==> src/exec_config.svh <==
`ifndef EXEC_CONFIG_SVH
`define EXEC_CONFIG_SVH

// register data width, split into two ALU halves
`define EXEC_DATA_W 64
`define EXEC_HALF_W 32

// physical register file
`define EXEC_NUM_TAGS 32
`define EXEC_TAG_W 5

// issue queue slots
`define EXEC_IQ_DEPTH 8

`endif

==> src/exec_pkg.sv <==
`include "exec_config.svh"

package exec_pkg;

  typedef logic [`EXEC_TAG_W-1:0] tag_t;
  typedef logic [`EXEC_DATA_W-1:0] data_t;
  typedef logic [`EXEC_HALF_W-1:0] half_t;

  // condition flags, carry in the top bit
  typedef struct packed {
    logic carry;
    logic overflow;
    logic negative;
    logic zero;
  } flags_t;

  typedef enum logic [2:0] {
    op_add,
    op_sub,
    op_and,
    op_or,
    op_xor,
    op_mov
  } alu_op_t;

  // condition codes, odd code is the inverse of the even one below it
  typedef enum logic [3:0] {
    eq,
    ne,
    cs,
    cc,
    mi,
    pl,
    vs,
    vc,
    hi,
    ls,
    ge,
    lt,
    gt,
    le,
    al,
    nv
  } cond_t;

endpackage

==> src/reg_file.sv <==
`timescale 1ns/1ps
`include "exec_config.svh"

module reg_file
  import exec_pkg::*;
(
  input  logic   clk,
  input  logic   rst,
  input  logic   alloc_valid,
  input  tag_t   alloc_tag,
  input  tag_t   src_a,
  input  tag_t   src_b,
  input  tag_t   src_fl,
  output logic   src_a_busy,
  output logic   src_b_busy,
  output logic   src_fl_busy,
  input  tag_t   rd_tag_a,
  input  tag_t   rd_tag_b,
  input  tag_t   rd_tag_fl,
  output data_t  rd_a,
  output data_t  rd_b,
  output flags_t rd_fl,
  input  logic   wb_valid,
  input  tag_t   wb_tag,
  input  data_t  wb_data,
  input  flags_t wb_flags
);

  localparam int NUM_TAGS = `EXEC_NUM_TAGS;

  data_t               data_q  [NUM_TAGS];
  flags_t              flags_q [NUM_TAGS];
  logic [NUM_TAGS-1:0] busy_q;

  always_ff @(posedge clk) begin
    if (rst) begin
      busy_q <= '0;
      for (int i = 0; i < NUM_TAGS; i++) begin
        data_q[i]  <= '0;
        flags_q[i] <= '0;
      end
    end else begin
      if (wb_valid) begin
        data_q[wb_tag]  <= wb_data;
        flags_q[wb_tag] <= wb_flags;
        busy_q[wb_tag]  <= 1'b0;
      end
      // a new producer claims its tag
      if (alloc_valid) begin
        busy_q[alloc_tag] <= 1'b1;
      end
    end
  end

  // writeback in flight counts as done
  assign src_a_busy  = busy_q[src_a] & ~(wb_valid && (wb_tag == src_a));
  assign src_b_busy  = busy_q[src_b] & ~(wb_valid && (wb_tag == src_b));
  assign src_fl_busy = busy_q[src_fl] & ~(wb_valid && (wb_tag == src_fl));

  assign rd_a  = data_q[rd_tag_a];
  assign rd_b  = data_q[rd_tag_b];
  assign rd_fl = flags_q[rd_tag_fl];

endmodule

==> config.mk <==
export PLATFORM = sky130hd
export DESIGN_NAME = reg_file
export DESIGN_NICKNAME = d
export VERILOG_FILES = /design/src/exec_pkg.sv /design/src/reg_file.sv
export VERILOG_INCLUDE_DIRS = /design/src /design/src/src
export SDC_FILE = /design/constraint.sdc
export NUM_CORES = 2
export LEC_CHECK = 0
export BUFFER_PORTS_ARGS = -buffer_cell sky130_fd_sc_hd__buf_2
export CAP_MARGIN = 20
export CORE_MARGIN = 4
export CORE_UTILIZATION = 41
export CTS_BUF_LIST = sky130_fd_sc_hd__clkbuf_16
export DETAILED_ROUTE_END_ITERATION = 12
export MAX_ROUTING_LAYER = met4
export PLACE_DENSITY = 0.64
export SYNTH_ARGS = -nofsm -noshare
export SYNTH_HDL_FRONTEND = slang
export SYNTH_SLANG_ARGS = --single-unit
==> constraint.sdc <==
create_clock -name clk -period 3.6 [get_ports clk]
set_input_delay 0.36 -clock clk [delete_from_list [all_inputs] [get_ports clk]]
set_output_delay 0.36 -clock clk [all_outputs]
set_load 0.02 [all_outputs]
[Word-level counts from Yosys, hierarchy flattened]
Memories as Yosys holds them, arrays and structs flattened.
Cells that the tools add are included.
Storage, ports and cells
  bits in registers: 32
  bits in latches: 0
  RAM bits: 2176
  ROM bits: 0
  input port bits: 112
  word-level logic and storage cells: 53
  memories kept: 2
Memories
  data_q: depth 32, width 64, read ports 2, clocked after memory_dff 0, write ports 32, line reg_file.sv:31  | data_t data_q [NUM_TAGS];
  flags_q: depth 32, width 4, read ports 1, clocked after memory_dff 0, write ports 32, line reg_file.sv:32  | flags_t flags_q [NUM_TAGS];
Cells by class
  add/sub/neg operators: 0
  multiply operators: 0
  divide/modulo/power cells: 0
  order comparisons: 7
  equality and inequality tests: 3
  shift operators: 0
  mux-type cells: 24
  bitwise logic cells: 9
  reductions and logical operators: 7
Operator list (number)
  two-way mux 32 bit: 3
  two-way mux 64 bit: 1
  OR reduction 64 bit: 1
  bitwise AND 32 bit: 1
  NOT 32 bit: 1
  bitwise OR 32 bit: 1
  < comparator 5 x 6 -> 1 bit, second input constant: 5
  binary-select mux 1 bit (select 5 bit): 3
  equality test 5 bit: 3
  two-way mux 1 bit: 12
  demux 1 bit (select 5 bit): 2
  >= comparator 5 x 1 -> 1 bit, second input constant: 2
  two-way mux 5 bit: 2
  logical AND 1 bit: 5
  two-way mux 4 bit: 1
  OR reduction 4 bit: 1
  bitwise AND 1 bit: 3
  NOT 1 bit: 3

[Longest topological paths before layout]
  depth after elaboration: 10
  mapped depth: 9
  gate-level depth less buffers: 5

[Worst setup path before layout]
No wires, ideal clock.
  path kind: input to register
  start point: input port wb_tag[0]
  end point: memory data_q[0][0] in the netlist's numbering (enable)
  library setup time: 425 ps
  arrival time: 2673 ps
  required time: 3175 ps
  setup slack: 501 ps
  stages on the path: 3
  buffers on the path: 1
  cell sequence: clkbuf_1 > nor3b_1 > a21o_1
RTL lines
  from (decl): line reg_file.sv:24  | input tag_t wb_tag,
  to (decl): line reg_file.sv:31

==> reports/qor.csv <==
metric;value;unit
worst-slew-pin-transition;1.25;ns
hold_class;in2reg;
die_w;541;um
dpl.hpwl;243000;um
syn_nets;7232;
pwr-share-comb;13.2;%
synth_top_area_share;56.2;%
synth.most_common_cell;and2_1;
syn_to_final_growth;14.2;%
via_per_inst;6.55;
htreeDepth;4;
core;282000;um^2
p_int;0.0470;W
synth_commonest_cells;and2_1, edfxtp_1, mux4_2;
tns;0;ns
powerDensity;473;nW/um^2
ys_async_sr_fraction;0;%
critPathLaunchType;flop;
synth_edf_count;2176;
wl;435000;um
hold_viol_final;0;
tritoncts;done;
cts_sinks;2208;
crit_path_cell_trace;mux4_2, mux2_2, o22ai_1, a221oi_1, buf_2;
max_freq;290;MHz
rsz0062_at_grt;false;
synth_cell_types;39;
place_congestion;0.878;
dpl_cell_area;125000;um^2
grt_pass1_wl;597000;um
critPathSlowestCell;a221oi_1;
cts_buffers;234;
cts.path.max_buffers;4;
fillCellCount;23600;
start_util;41.2;%
seqCellArea;66000;um^2
die_h;541;um
dp.cells;10700;
cp.buffers_inverters;1;
grt_max_degree;87;
switching_share;25.3;%
grt_pass1_vias;73300;
final_max_slew_viol_count;0;
nNetsFinal;7357;
setup_violations;0;
die-area;292000;um^2
ys.flop_type;edfxtp_1;
synthTopCellsByArea;edfxtp_1, mux4_2, and2_1;
fp-row-count;195;
multi_input_area;47400;um^2
antenna_found_initial;108;
power;0.0628;W
fin_skew;0;ns
outcome;completed;
num_vias;73700;
syn_inst;7120;
cp_max_fo;2;
clockRootBuffer;clkbuf_16;
power_frac_clock;38.5;%
grt_usage;30.2;%
synthesis.area;116000;um^2
first_pass_iters;6;
grt-ovfl-total;0;
drive_gt1_share;33.6;%
dpl_worst_slack;0.395;ns
drtIter0Drc;14100;
period_minus_slack;3.45;ns
crit_arrival;3.09;ns
clkSlewWorstSetupHoldPaths;0.06;ns
path_class;reg2out;
p_leak;45.4;nW
syn_area_per_cell;16.3;um^2
portBuffers;246;
p_sw;0.0159;W
ios;247;
fin_ws;0.151;ns
cp-end-kind;output pin;
ys_seq_area_share;56.7;%
yosys_warnings;0;
required;3.24;ns
critPathTopFamily;compound AO/OA/AOI/OAI gates;
clock_insertion_delay_worst_skew;0.90;ns
wl_per_cell;38.7;um
vdd_drop_max;0.402;mV
synth_largest_area_cell;edfxtp_1;
max_slew_margin;16.7;%
ys_ff_latch;2208;
final_cell_area;133000;um^2
drc;0;
ant_nets;0;
final-instance-count-excl-fill;11300;
fin_crit_sh;95.8;%
critPathMaxStageDelay;1.00;ns
maxCapViolations;0;
seqPwrFrac;48.3;%
-- registers in the layout (all words and copies together) (netlist names) --
signal   cells
flags_q    128
data_q    2048
busy_q      32
-- power by group through the flow --
stage	logic (W)	clock network [W]	registers, W
after floorplan	0.00495	0	0.0306
after global placement	0.00815	0	0.0307
after detailed placement	0.00821	0	0.0309
after CTS	0.00825	0.0243	0.0303
after global routing	0.00855	0.0253	0.0305
final	0.00831	0.0242	0.0303
-- metrics by stage --
stage	util (%)	hold WS, ns
2_1_floorplan	-	0.460
3_3_place_gp	44.3	0.491
3_5_place_dp	44.3	0.499
4_1_cts	47.0	0.00220
5_1_grt	47.0	0.0629
6_report	47.0	0.0519
-- worst paths after layout --
path,from,endpoint,slack [ns],cells past startpoint
max,data_q[14][60],rd_a[60],0.15,5
min,wb_data[57],data_q[13][57],0.05,2
max reg2reg,busy_q[27],busy_q[27],2.33,3
min reg2reg,busy_q[23],busy_q[23],0.53,2
-- cell usage in the layout, fill, tap and decap left out, types with 34 or more instances in the layout --
master	n
and2_1	2177
mux2i_1	142
clkinv_2	56
buf_4	219
mux4_2	1205
edfxtp_1	2176
mux2_2	211
diode_2	86
o22ai_1	79
inv_1	66
buf_2	236
a221oi_1	39
clkinv_1	34
clkbuf_16	241
buf_12	188
nor2_4	34
-- cell families after synthesis --
kind of cell              after synthesis  synth area share, %
muxes                                1558                 26.6
and+or+nand+nor                      2310                 12.3
xor gates and xnor gates               15                0.113
AOI/OAI and AO/OA                     215                 1.33
buffers and inverters                 814                 2.92
DFF                                  2208                 56.7
-- layout make-up --
class,count,share of cell area (%)
sequential,2208,49.7
multi-input combinational,4098,35.7
timing repair buffer,671,5.20
clock buffer,241,4.54
tap,3743,3.53
clock inverter,172,1.06
antenna,86,0.162
inverter,32,0.106
-- routing by layer --
metal | global-route usage [%] | vias to the layer above | part of all wire [%]
li1 | - | 27900 | -
met4 | 12.8 | 0 | 4.7
met1 | 39.7 | 38200 | 35
met5 | - | - | 0
met2 | 44.5 | 6406 | 45
met3 | 8.27 | 1213 | 15
-- worst reg2reg max path, cell delays in order (launching register included) --
cell and delay [ns]:
dfxtp_1 0.40, inv_1 0.06, o22ai_1 0.19, dlygate4sd3_1 0.57
-- what timing repair did --
action / CTS / global route
resized for setup: 0 / 0
setup buffers: 0 / 0
hold endpoints to repair: 76 / 0
hold buffers: 17 / 0
Note: power is estimated with default switching activity, not from simulation.
