[src/exec_config.svh]
`ifndef EXEC_CONFIG_SVH
`define EXEC_CONFIG_SVH

// register data width, split into two ALU halves
`define EXEC_DATA_W 64
`define EXEC_HALF_W 32

// physical register file
`define EXEC_NUM_TAGS 32
`define EXEC_TAG_W 5

// issue queue slots
`define EXEC_IQ_DEPTH 8

`endif

[src/exec_pkg.sv]
`include "exec_config.svh"

package exec_pkg;

  typedef logic [`EXEC_TAG_W-1:0] tag_t;
  typedef logic [`EXEC_DATA_W-1:0] data_t;
  typedef logic [`EXEC_HALF_W-1:0] half_t;

  // condition flags, carry in the top bit
  typedef struct packed {
    logic carry;
    logic overflow;
    logic negative;
    logic zero;
  } flags_t;

  typedef enum logic [2:0] {
    op_add,
    op_sub,
    op_and,
    op_or,
    op_xor,
    op_mov
  } alu_op_t;

  // condition codes, odd code is the inverse of the even one below it
  typedef enum logic [3:0] {
    eq,
    ne,
    cs,
    cc,
    mi,
    pl,
    vs,
    vc,
    hi,
    ls,
    ge,
    lt,
    gt,
    le,
    al,
    nv
  } cond_t;

endpackage

[src/cond_eval.sv]
`timescale 1ns/1ps

module cond_eval
  import exec_pkg::*;
(
  input  cond_t  cond,
  input  flags_t flags,
  output logic   taken
);

  logic n_eq_v;

  assign n_eq_v = (flags.negative == flags.overflow);

  always_comb begin
    case (cond)
      eq: taken = flags.zero;
      ne: taken = ~flags.zero;
      cs: taken = flags.carry;
      cc: taken = ~flags.carry;
      mi: taken = flags.negative;
      pl: taken = ~flags.negative;
      vs: taken = flags.overflow;
      vc: taken = ~flags.overflow;
      // unsigned compares, carry means no borrow
      hi: taken = flags.carry & ~flags.zero;
      ls: taken = ~flags.carry | flags.zero;
      // signed compares
      ge: taken = n_eq_v;
      lt: taken = ~n_eq_v;
      gt: taken = n_eq_v & ~flags.zero;
      le: taken = ~n_eq_v | flags.zero;
      al: taken = 1'b1;
      nv: taken = 1'b0;
    endcase
  end

endmodule

[src/split_alu.sv]
`timescale 1ns/1ps
`include "exec_config.svh"

module split_alu
  import exec_pkg::*;
(
  input  logic    clk,
  input  logic    rst,
  input  logic    iss_valid,
  input  alu_op_t iss_op,
  input  cond_t   iss_cond,
  input  tag_t    iss_dst,
  input  data_t   iss_imm,
  input  logic    iss_use_imm,
  input  data_t   rd_a,
  input  data_t   rd_b,
  input  flags_t  rd_fl,
  output logic    wb_valid,
  output tag_t    wb_tag,
  output data_t   wb_data,
  output flags_t  wb_flags
);

  localparam int HW  = `EXEC_HALF_W;
  localparam int MSB = `EXEC_DATA_W - 1;

  data_t       opnd_b;
  logic [HW:0] sum_lo;
  half_t       res_lo;
  logic        taken;

  logic        s1_valid;
  alu_op_t     s1_op;
  tag_t        s1_dst;
  data_t       s1_a;
  data_t       s1_b;
  half_t       s1_lo;
  logic        s1_carry;
  logic        s1_taken;
  flags_t      s1_fl;

  logic [HW:0] sum_hi;
  half_t       res_hi;
  data_t       result;
  flags_t      flags_new;
  logic        arith;

  cond_eval u_cond (
    .cond  (iss_cond),
    .flags (rd_fl),
    .taken (taken)
  );

  // stage one, low half
  always_comb begin
    opnd_b = iss_use_imm ? iss_imm : rd_b;
    // sub is a + ~b + 1
    if (iss_op == op_sub) begin
      opnd_b = ~opnd_b;
    end
    sum_lo = {1'b0, rd_a[HW-1:0]} + {1'b0, opnd_b[HW-1:0]} + (HW + 1)'(iss_op == op_sub);
    case (iss_op)
      op_add, op_sub: res_lo = sum_lo[HW-1:0];
      op_and:         res_lo = rd_a[HW-1:0] & opnd_b[HW-1:0];
      op_or:          res_lo = rd_a[HW-1:0] | opnd_b[HW-1:0];
      op_xor:         res_lo = rd_a[HW-1:0] ^ opnd_b[HW-1:0];
      op_mov:         res_lo = opnd_b[HW-1:0];
      default:        res_lo = '0;
    endcase
  end

  always_ff @(posedge clk) begin
    if (rst) begin
      s1_valid <= 1'b0;
    end else begin
      s1_valid <= iss_valid;
    end
  end

  always_ff @(posedge clk) begin
    s1_op    <= iss_op;
    s1_dst   <= iss_dst;
    s1_a     <= rd_a;
    s1_b     <= opnd_b;
    s1_lo    <= res_lo;
    s1_carry <= sum_lo[HW];
    s1_taken <= taken;
    s1_fl    <= rd_fl;
  end

  // stage two, high half on the carry out of the low half
  always_comb begin
    sum_hi = {1'b0, s1_a[MSB:HW]} + {1'b0, s1_b[MSB:HW]} + (HW + 1)'(s1_carry);
    case (s1_op)
      op_add, op_sub: res_hi = sum_hi[HW-1:0];
      op_and:         res_hi = s1_a[MSB:HW] & s1_b[MSB:HW];
      op_or:          res_hi = s1_a[MSB:HW] | s1_b[MSB:HW];
      op_xor:         res_hi = s1_a[MSB:HW] ^ s1_b[MSB:HW];
      op_mov:         res_hi = s1_b[MSB:HW];
      default:        res_hi = '0;
    endcase
    result             = {res_hi, s1_lo};
    arith              = (s1_op == op_add) || (s1_op == op_sub);
    flags_new.carry    = arith & sum_hi[HW];
    // b is already inverted for sub
    flags_new.overflow = arith & (s1_a[MSB] == s1_b[MSB]) & (result[MSB] != s1_a[MSB]);
    flags_new.negative = result[MSB];
    flags_new.zero     = (result == '0);
  end

  always_ff @(posedge clk) begin
    if (rst) begin
      wb_valid <= 1'b0;
    end else begin
      wb_valid <= s1_valid;
    end
  end

  // condition false keeps a and the old flags
  always_ff @(posedge clk) begin
    wb_tag   <= s1_dst;
    wb_data  <= s1_taken ? result : s1_a;
    wb_flags <= s1_taken ? flags_new : s1_fl;
  end

endmodule

[config.mk]
export PLATFORM = sky130hd
export DESIGN_NAME = split_alu
export DESIGN_NICKNAME = d
export VERILOG_FILES = /design/src/exec_pkg.sv /design/src/cond_eval.sv /design/src/split_alu.sv
export VERILOG_INCLUDE_DIRS = /design/src /design/src/src
export SDC_FILE = /design/constraint.sdc
export NUM_CORES = 1
export LEC_CHECK = 0
export BUFFER_PORTS_ARGS = -buffer_cell sky130_fd_sc_hd__buf_2
export CORE_MARGIN = 2
export CORE_UTILIZATION = 40
export DETAILED_ROUTE_END_ITERATION = 16
export SLEW_MARGIN = 20
export SYNTH_ARGS = -nofsm -noshare
export SYNTH_HDL_FRONTEND = slang
export SYNTH_HIERARCHICAL = 1
export SYNTH_SLANG_ARGS = --single-unit
[constraint.sdc]
create_clock -name clk -period 13.4 [get_ports clk]
set_clock_uncertainty 0.2 [all_clocks]
set_input_delay 1.34 -clock clk [delete_from_list [all_inputs] [get_ports clk]]
set_output_delay 1.34 -clock clk [all_outputs]
set_load 0.05 [all_outputs]
# Yosys cells after proc, flatten, opt, wreduce, memory -nomap -nowiden
# Cells that the tools add are included.
# totals
output_inout_bits,74
wordCells,84
reg_bits,249
# classes
bitwise_logic,19
addsub,4
n_eq_ne,28
mux,7
reduce_logical,7
# ops
operator,count
one-hot mux 32 bit (5 select lines),2
2-to-1 mux 64 bit,3
adder 32 x 32 -> 33 bit,2
adder 33 x 1 -> 33 bit,2
AND 32 bit,2
zero test 64 bit,1
NOT 64 bit,1
OR 32 bit,2
XOR 32 bit,2
"equality test 4 bit, second input constant",8
"equality test 4 x 3 -> 1 bit, second input constant",4
one-hot mux 1 bit (16 select lines),1
"equality test 3 x 2 -> 1 bit, second input constant",4
"equality test 3 bit, second input constant",4
"equality test 4 x 2 -> 1 bit, second input constant",2
"equality test 3 x 1 -> 1 bit, second input constant",2
zero test 3 bit,2
AND 1 bit,5
NOT 1 bit,5
"equality test 4 x 1 -> 1 bit, second input constant",1
zero test 4 bit,1
2-to-1 mux 4 bit,1
OR reduction 2 bit,2
equality test 1 bit,2
other kinds (3),4

# Depth between registers and ports, before layout
# depth
ltp_word,6
mapped_depth,18
ltp_nobuf,14

# Cells and area by module
# Netlist, hierarchy kept.
# modules_own_cells
mod,area_per_inst_um2,instances,cells_per_inst,seq_area_each_um2
split_alu,13613.1,1,1593,4344.2
cond_eval,155.1,1,23,0.0

# Worst setup path after synthesis
# No wires, ideal clock.
# synth_path
kind,input -> register
start,input iss_op[0]
end,register s1_lo[29]
slack_ns,7.676
stages,18
arrival_time_ns,5.397
setup_time_ns,0.127
path_cell_list,clkbuf_1 nor3b_1 buf_1 clkbuf_1 buf_2 xnor2_1 inv_1 ha_1 nand3_1 nor4_1 nand2_1 o311a_1 a211o_2 o21ai_2 o21ai_2 a21boi_2 nor4_1 or3_1
# synth_between
elab_chain_cells,5
word_cells_on_any_way,14
# synth_lines
item,line,source
"start, declared",split_alu.sv:10,"input alu_op_t iss_op,"
equality test 3 x 1 -> 1 bit,"split_alu.sv:58, split_alu.sv:61, split_alu.sv:62",
2-to-1 mux 64 bit,split_alu.sv:58,if (iss_op == op_sub) begin
adder 32 x 32 -> 33 bit,split_alu.sv:61,"sum_lo = {1'b0, rd_a[HW-1:0]} + {1'b0, opnd_b[HW-1:0]} + (HW + 1)'(iss_op == op_sub);"
adder 33 x 1 -> 33 bit,split_alu.sv:61,
one-hot mux 32 bit (5 select lines) (*),split_alu.sv:62,case (iss_op)
named net res_lo[29],split_alu.sv:29,half_t res_lo;
"end signal, assigned",split_alu.sv:85,s1_lo <= res_lo;
"end, declared",split_alu.sv:37,half_t s1_lo;
# The timed path passes the listed nets; every way through them passes the cells marked *.
# A chain may end at the register's enable or synchronous reset.

# Worst setup path in the final report
# layout_path
start,input iss_op[0]
end,register s1_lo[26]
# The elaborated chain is that of the path after synthesis.

==> results.sh <==
export IMPL_wl_per_cell_um=18.19
export IMPL_cp_slowest_cell="nor3b_2"
export IMPL_antenna_found_initial=2
export IMPL_maxCapViolCount=0
export IMPL_clock_latency_ns=0.54
export IMPL_vdd_drop_max_v=0.00009273
export IMPL_synth_edf_count=0
export IMPL_worstSetupPathType="in2reg"
export IMPL_vias=12520
export IMPL_synth_top_area_cell="dfxtp_1"
export IMPL_grt_first_pass_wirelength_mm=65.44
export IMPL_track_usage_pct=22.79
export IMPL_hold_path_depth=0
export IMPL_grt_max_degree=80
export IMPL_cts_root_buffer="clkbuf_16"
export IMPL_total_power_uw=2272
export IMPL_port_buffer_count=285
export IMPL_grt_pass1_vias=12280
export IMPL_start_kind="input pin"
export IMPL_tightest_slew_ns=1.086
export IMPL_fill_cells=3361
export IMPL_pre_cts_ws_ns=5.806
export IMPL_power_frac_clock_pct=32.0
export IMPL_finalSetupTns_ns=0
export IMPL_synth_most_common_cell="dfxtp_1"
export IMPL_outcome="complete, no violations"
export IMPL_ys_async_sr_fraction_pct=0
export IMPL_drc=0
export IMPL_syn2layout_area_growth_pct=18.92
export IMPL_path_max_fanout=71
export IMPL_syn_nets=1959
export IMPL_fp_dieArea_um2=35920
export IMPL_synth_cells=1616
export IMPL_start_util_pct=40.86
export IMPL_ys_flop_type="dfxtp_1"
export IMPL_post_route_util_pct=48.59
export IMPL_ant_nets=0
export IMPL_io_pin_count=286
export IMPL_clk_pin_slew_ns=0.06
export IMPL_cp_depth=16
export IMPL_num_rows=67
export IMPL_synth_yosys_seq_area_share_pct=31.55
export IMPL_drive_gt1_share_pct=21.02
export IMPL_cts_tree="yes"
export IMPL_holdWs_ns=0.1274
export IMPL_fin_ws_ns=6.341
export IMPL_rsz0062_at_grt="false"
export IMPL_synthTopCellsByCount="dfxtp_1, inv_1, ha_1"
export IMPL_post_route_period_util_pct=52.68
export IMPL_hold_viol_final=0
export IMPL_path_cells="buf_2 > buf_4 > nor3b_2 > buf_4 > xnor2_1 > fa_1 > a21o_1 > a21oi_1 > o211a_1 > o22ai_1 > a2111oi_0 > o21ai_0 > a21o_1 > nand3b_1 > a21boi_0 > o21ai_0"
export IMPL_crit_family="compound AO/OA/AOI/OAI gates"
export IMPL_hp_class="reg2reg"
export IMPL_cts_max_path_buffers=3
export IMPL_cp_buffers_inverters=3
export IMPL_slew_headroom_pct=27.29
export IMPL_setup_worst_path_end_class="flip-flop"
export IMPL_drt_iter0_drc=732
export IMPL_vias_per_cell=5.398
export IMPL_power_density_nw_per_um2=138.8
export IMPL_p_sw_share_pct=36.32
export IMPL_hpwlAfterDp_mm=31.11
export IMPL_ys_types=75
export IMPL_fin_crit_ns=7.059
export IMPL_yosysWarnings=6
export IMPL_synth_top_cell_area_share_pct=31.55
export IMPL_clock_sinks=217
export IMPL_drt_wl_total_mm=42.18
export IMPL_fp_coreArea_um2=33700
export IMPL_synth_area_per_cell_um2=8.520
export IMPL_die_h_um=189.5
export IMPL_internal_power_uw=1447
export IMPL_fp_dieW_um=189.5
export IMPL_first_pass_iters=6
export IMPL_setup_viol=0
export IMPL_synthesis_area_um2=13770
export IMPL_crit_required_ns=13.60
export IMPL_htree_num_levels=1
export IMPL_yosys_top_cells_area="dfxtp_1, ha_1, mux2i_1"
export IMPL_p_sw_uw=825.2
export IMPL_cts_resized=0
export IMPL_synth_seq_cells=217
export IMPL_power_leakage_uw=0.007757
export IMPL_post_cts_buffers=0
export IMPL_hold_buffers=0
export IMPL_fmax_ghz=0.1417
export IMPL_cts_inserted_buffers=26
export IMPL_grt_ovfl_total=0
export IMPL_p_comb_share_pct=33.8
export IMPL_r2r_cells=12
export IMPL_seqPwrFrac_pct=34.2
export IMPL_routabilityCongestion=0.8783
export IMPL_maxSlewViolCount=0
export IMPL_cp_arrival_ns=7.26
export IMPL_cpPeakStageDelay_ns=0.99
export IMPL_num_nets_final=2193
==> registers in the layout, indices dropped and copies added, names as in the netlist <==
name      count
s1_lo        32
s1_b         32
s1_a         64
s1_taken      1
s1_fl         4
s1_dst        5
wb_valid      1
s1_valid      1
s1_carry      1
wb_tag        5
wb_data      64
s1_op         3
wb_flags      4
==> cell families after synthesis <==
| family | count (synthesis) | share of synthesized area, % |
|---|---|---|
| buffers and inverters | 253 | 7.134 |
| AOI/OAI and AO/OA | 424 | 19.87 |
| and+or+nand+nor | 346 | 12.03 |
| xor gates and xnor gates | 103 | 6.552 |
| muxes | 142 | 10.80 |
| adders and majority gates | 131 | 12.07 |
| DFF | 217 | 31.55 |
==> placed cells by master (no fill, tap or decap), types with 5 or more instances in the layout <==
cell type	count
a211oi_1	25
a21o_1	17
a21oi_1	126
a221o_1	8
a221oi_1	9
a222oi_1	12
a22oi_1	8
a31oi_1	11
and2_1	10
buf_2	284
buf_4	13
clkbuf_1	8
clkbuf_16	27
dfxtp_1	215
ha_1	128
inv_1	162
mux2_2	38
mux2i_1	102
nand2_1	75
nand2b_1	15
nand3_1	18
nand3b_1	5
nand4_1	13
nor2_1	127
nor2b_1	18
nor3_1	20
nor4_1	12
o2111ai_1	5
o211ai_1	12
o21a_1	7
o21ai_0	95
o21bai_1	6
o221ai_1	9
o22ai_1	30
o31ai_1	6
or3_1	7
xnor2_1	85
xor2_1	18
==> area by class of cell <==
type,count,area [um2],area share [%]
multi-input combinational,1146,8447,51.59
sequential,217,4349,26.56
timing repair buffer,297,1519,9.277
clock buffer,38,747.0,4.562
inverter,162,608.1,3.714
tap,448,560.5,3.424
clock inverter,10,140.1,0.8559
antenna,1,2.502,0.01528
==> power by group through the flow <==
stage | clock (uW) | combinational, uW | sequential, uW
after floorplan | 0 | 433 | 911
after global placement | 0 | 754 | 791
after detailed placement | 0 | 761 | 791
after CTS | 749 | 766 | 778
after global routing | 771 | 839 | 787
final | 727 | 768 | 777
==> worst reg2reg max path: stages, from the launching register on <==
cell	delay, ns
dfxtp_1	0.35
fa_1	0.50
fa_1	0.45
a211o_1	0.30
nor4b_1	0.16
o31a_1	0.32
a21o_1	0.24
a21oi_1	0.43
nor2_1	0.10
nor3_1	0.51
and4_1	0.37
nand4_1	0.15
o32ai_2	0.24
==> layer usage <==
| metal | part of all wire (%) | vias up | track usage [%] |
|---|---|---|---|
| met2 | 46 | 417 | 38.76 |
| met4 | 4.4 | 2 | 9.392 |
| met3 | 5.2 | 93 | 3.207 |
| li1 | - | 6142 | - |
| met1 | 44 | 5864 | 28.95 |
| met5 | 0.031 | - | 0 |
==> final timing paths <==
kind                                         from                  end  slack, ns
worst max-delay path                    iss_op[0]    s1_lo[26]$_DFF_P_       6.34
worst min-delay path            s1_dst[3]$_DFF_P_    wb_tag[3]$_DFF_P_       0.13
worst max register to register   s1_a[32]$_DFF_P_  wb_flags[0]$_DFF_P_       9.00
worst min register to register  s1_dst[3]$_DFF_P_    wb_tag[3]$_DFF_P_       0.13
==> stage by stage <==
step / area, um2 / instances
floorplan: 13770 / 1616
global placement: 15480 / 2270
detailed placement: 15480 / 2270
CTS: 16370 / 2318
global route: 16370 / 2319
finish: 16370 / 2319
(Power assumes the default switching activity.)
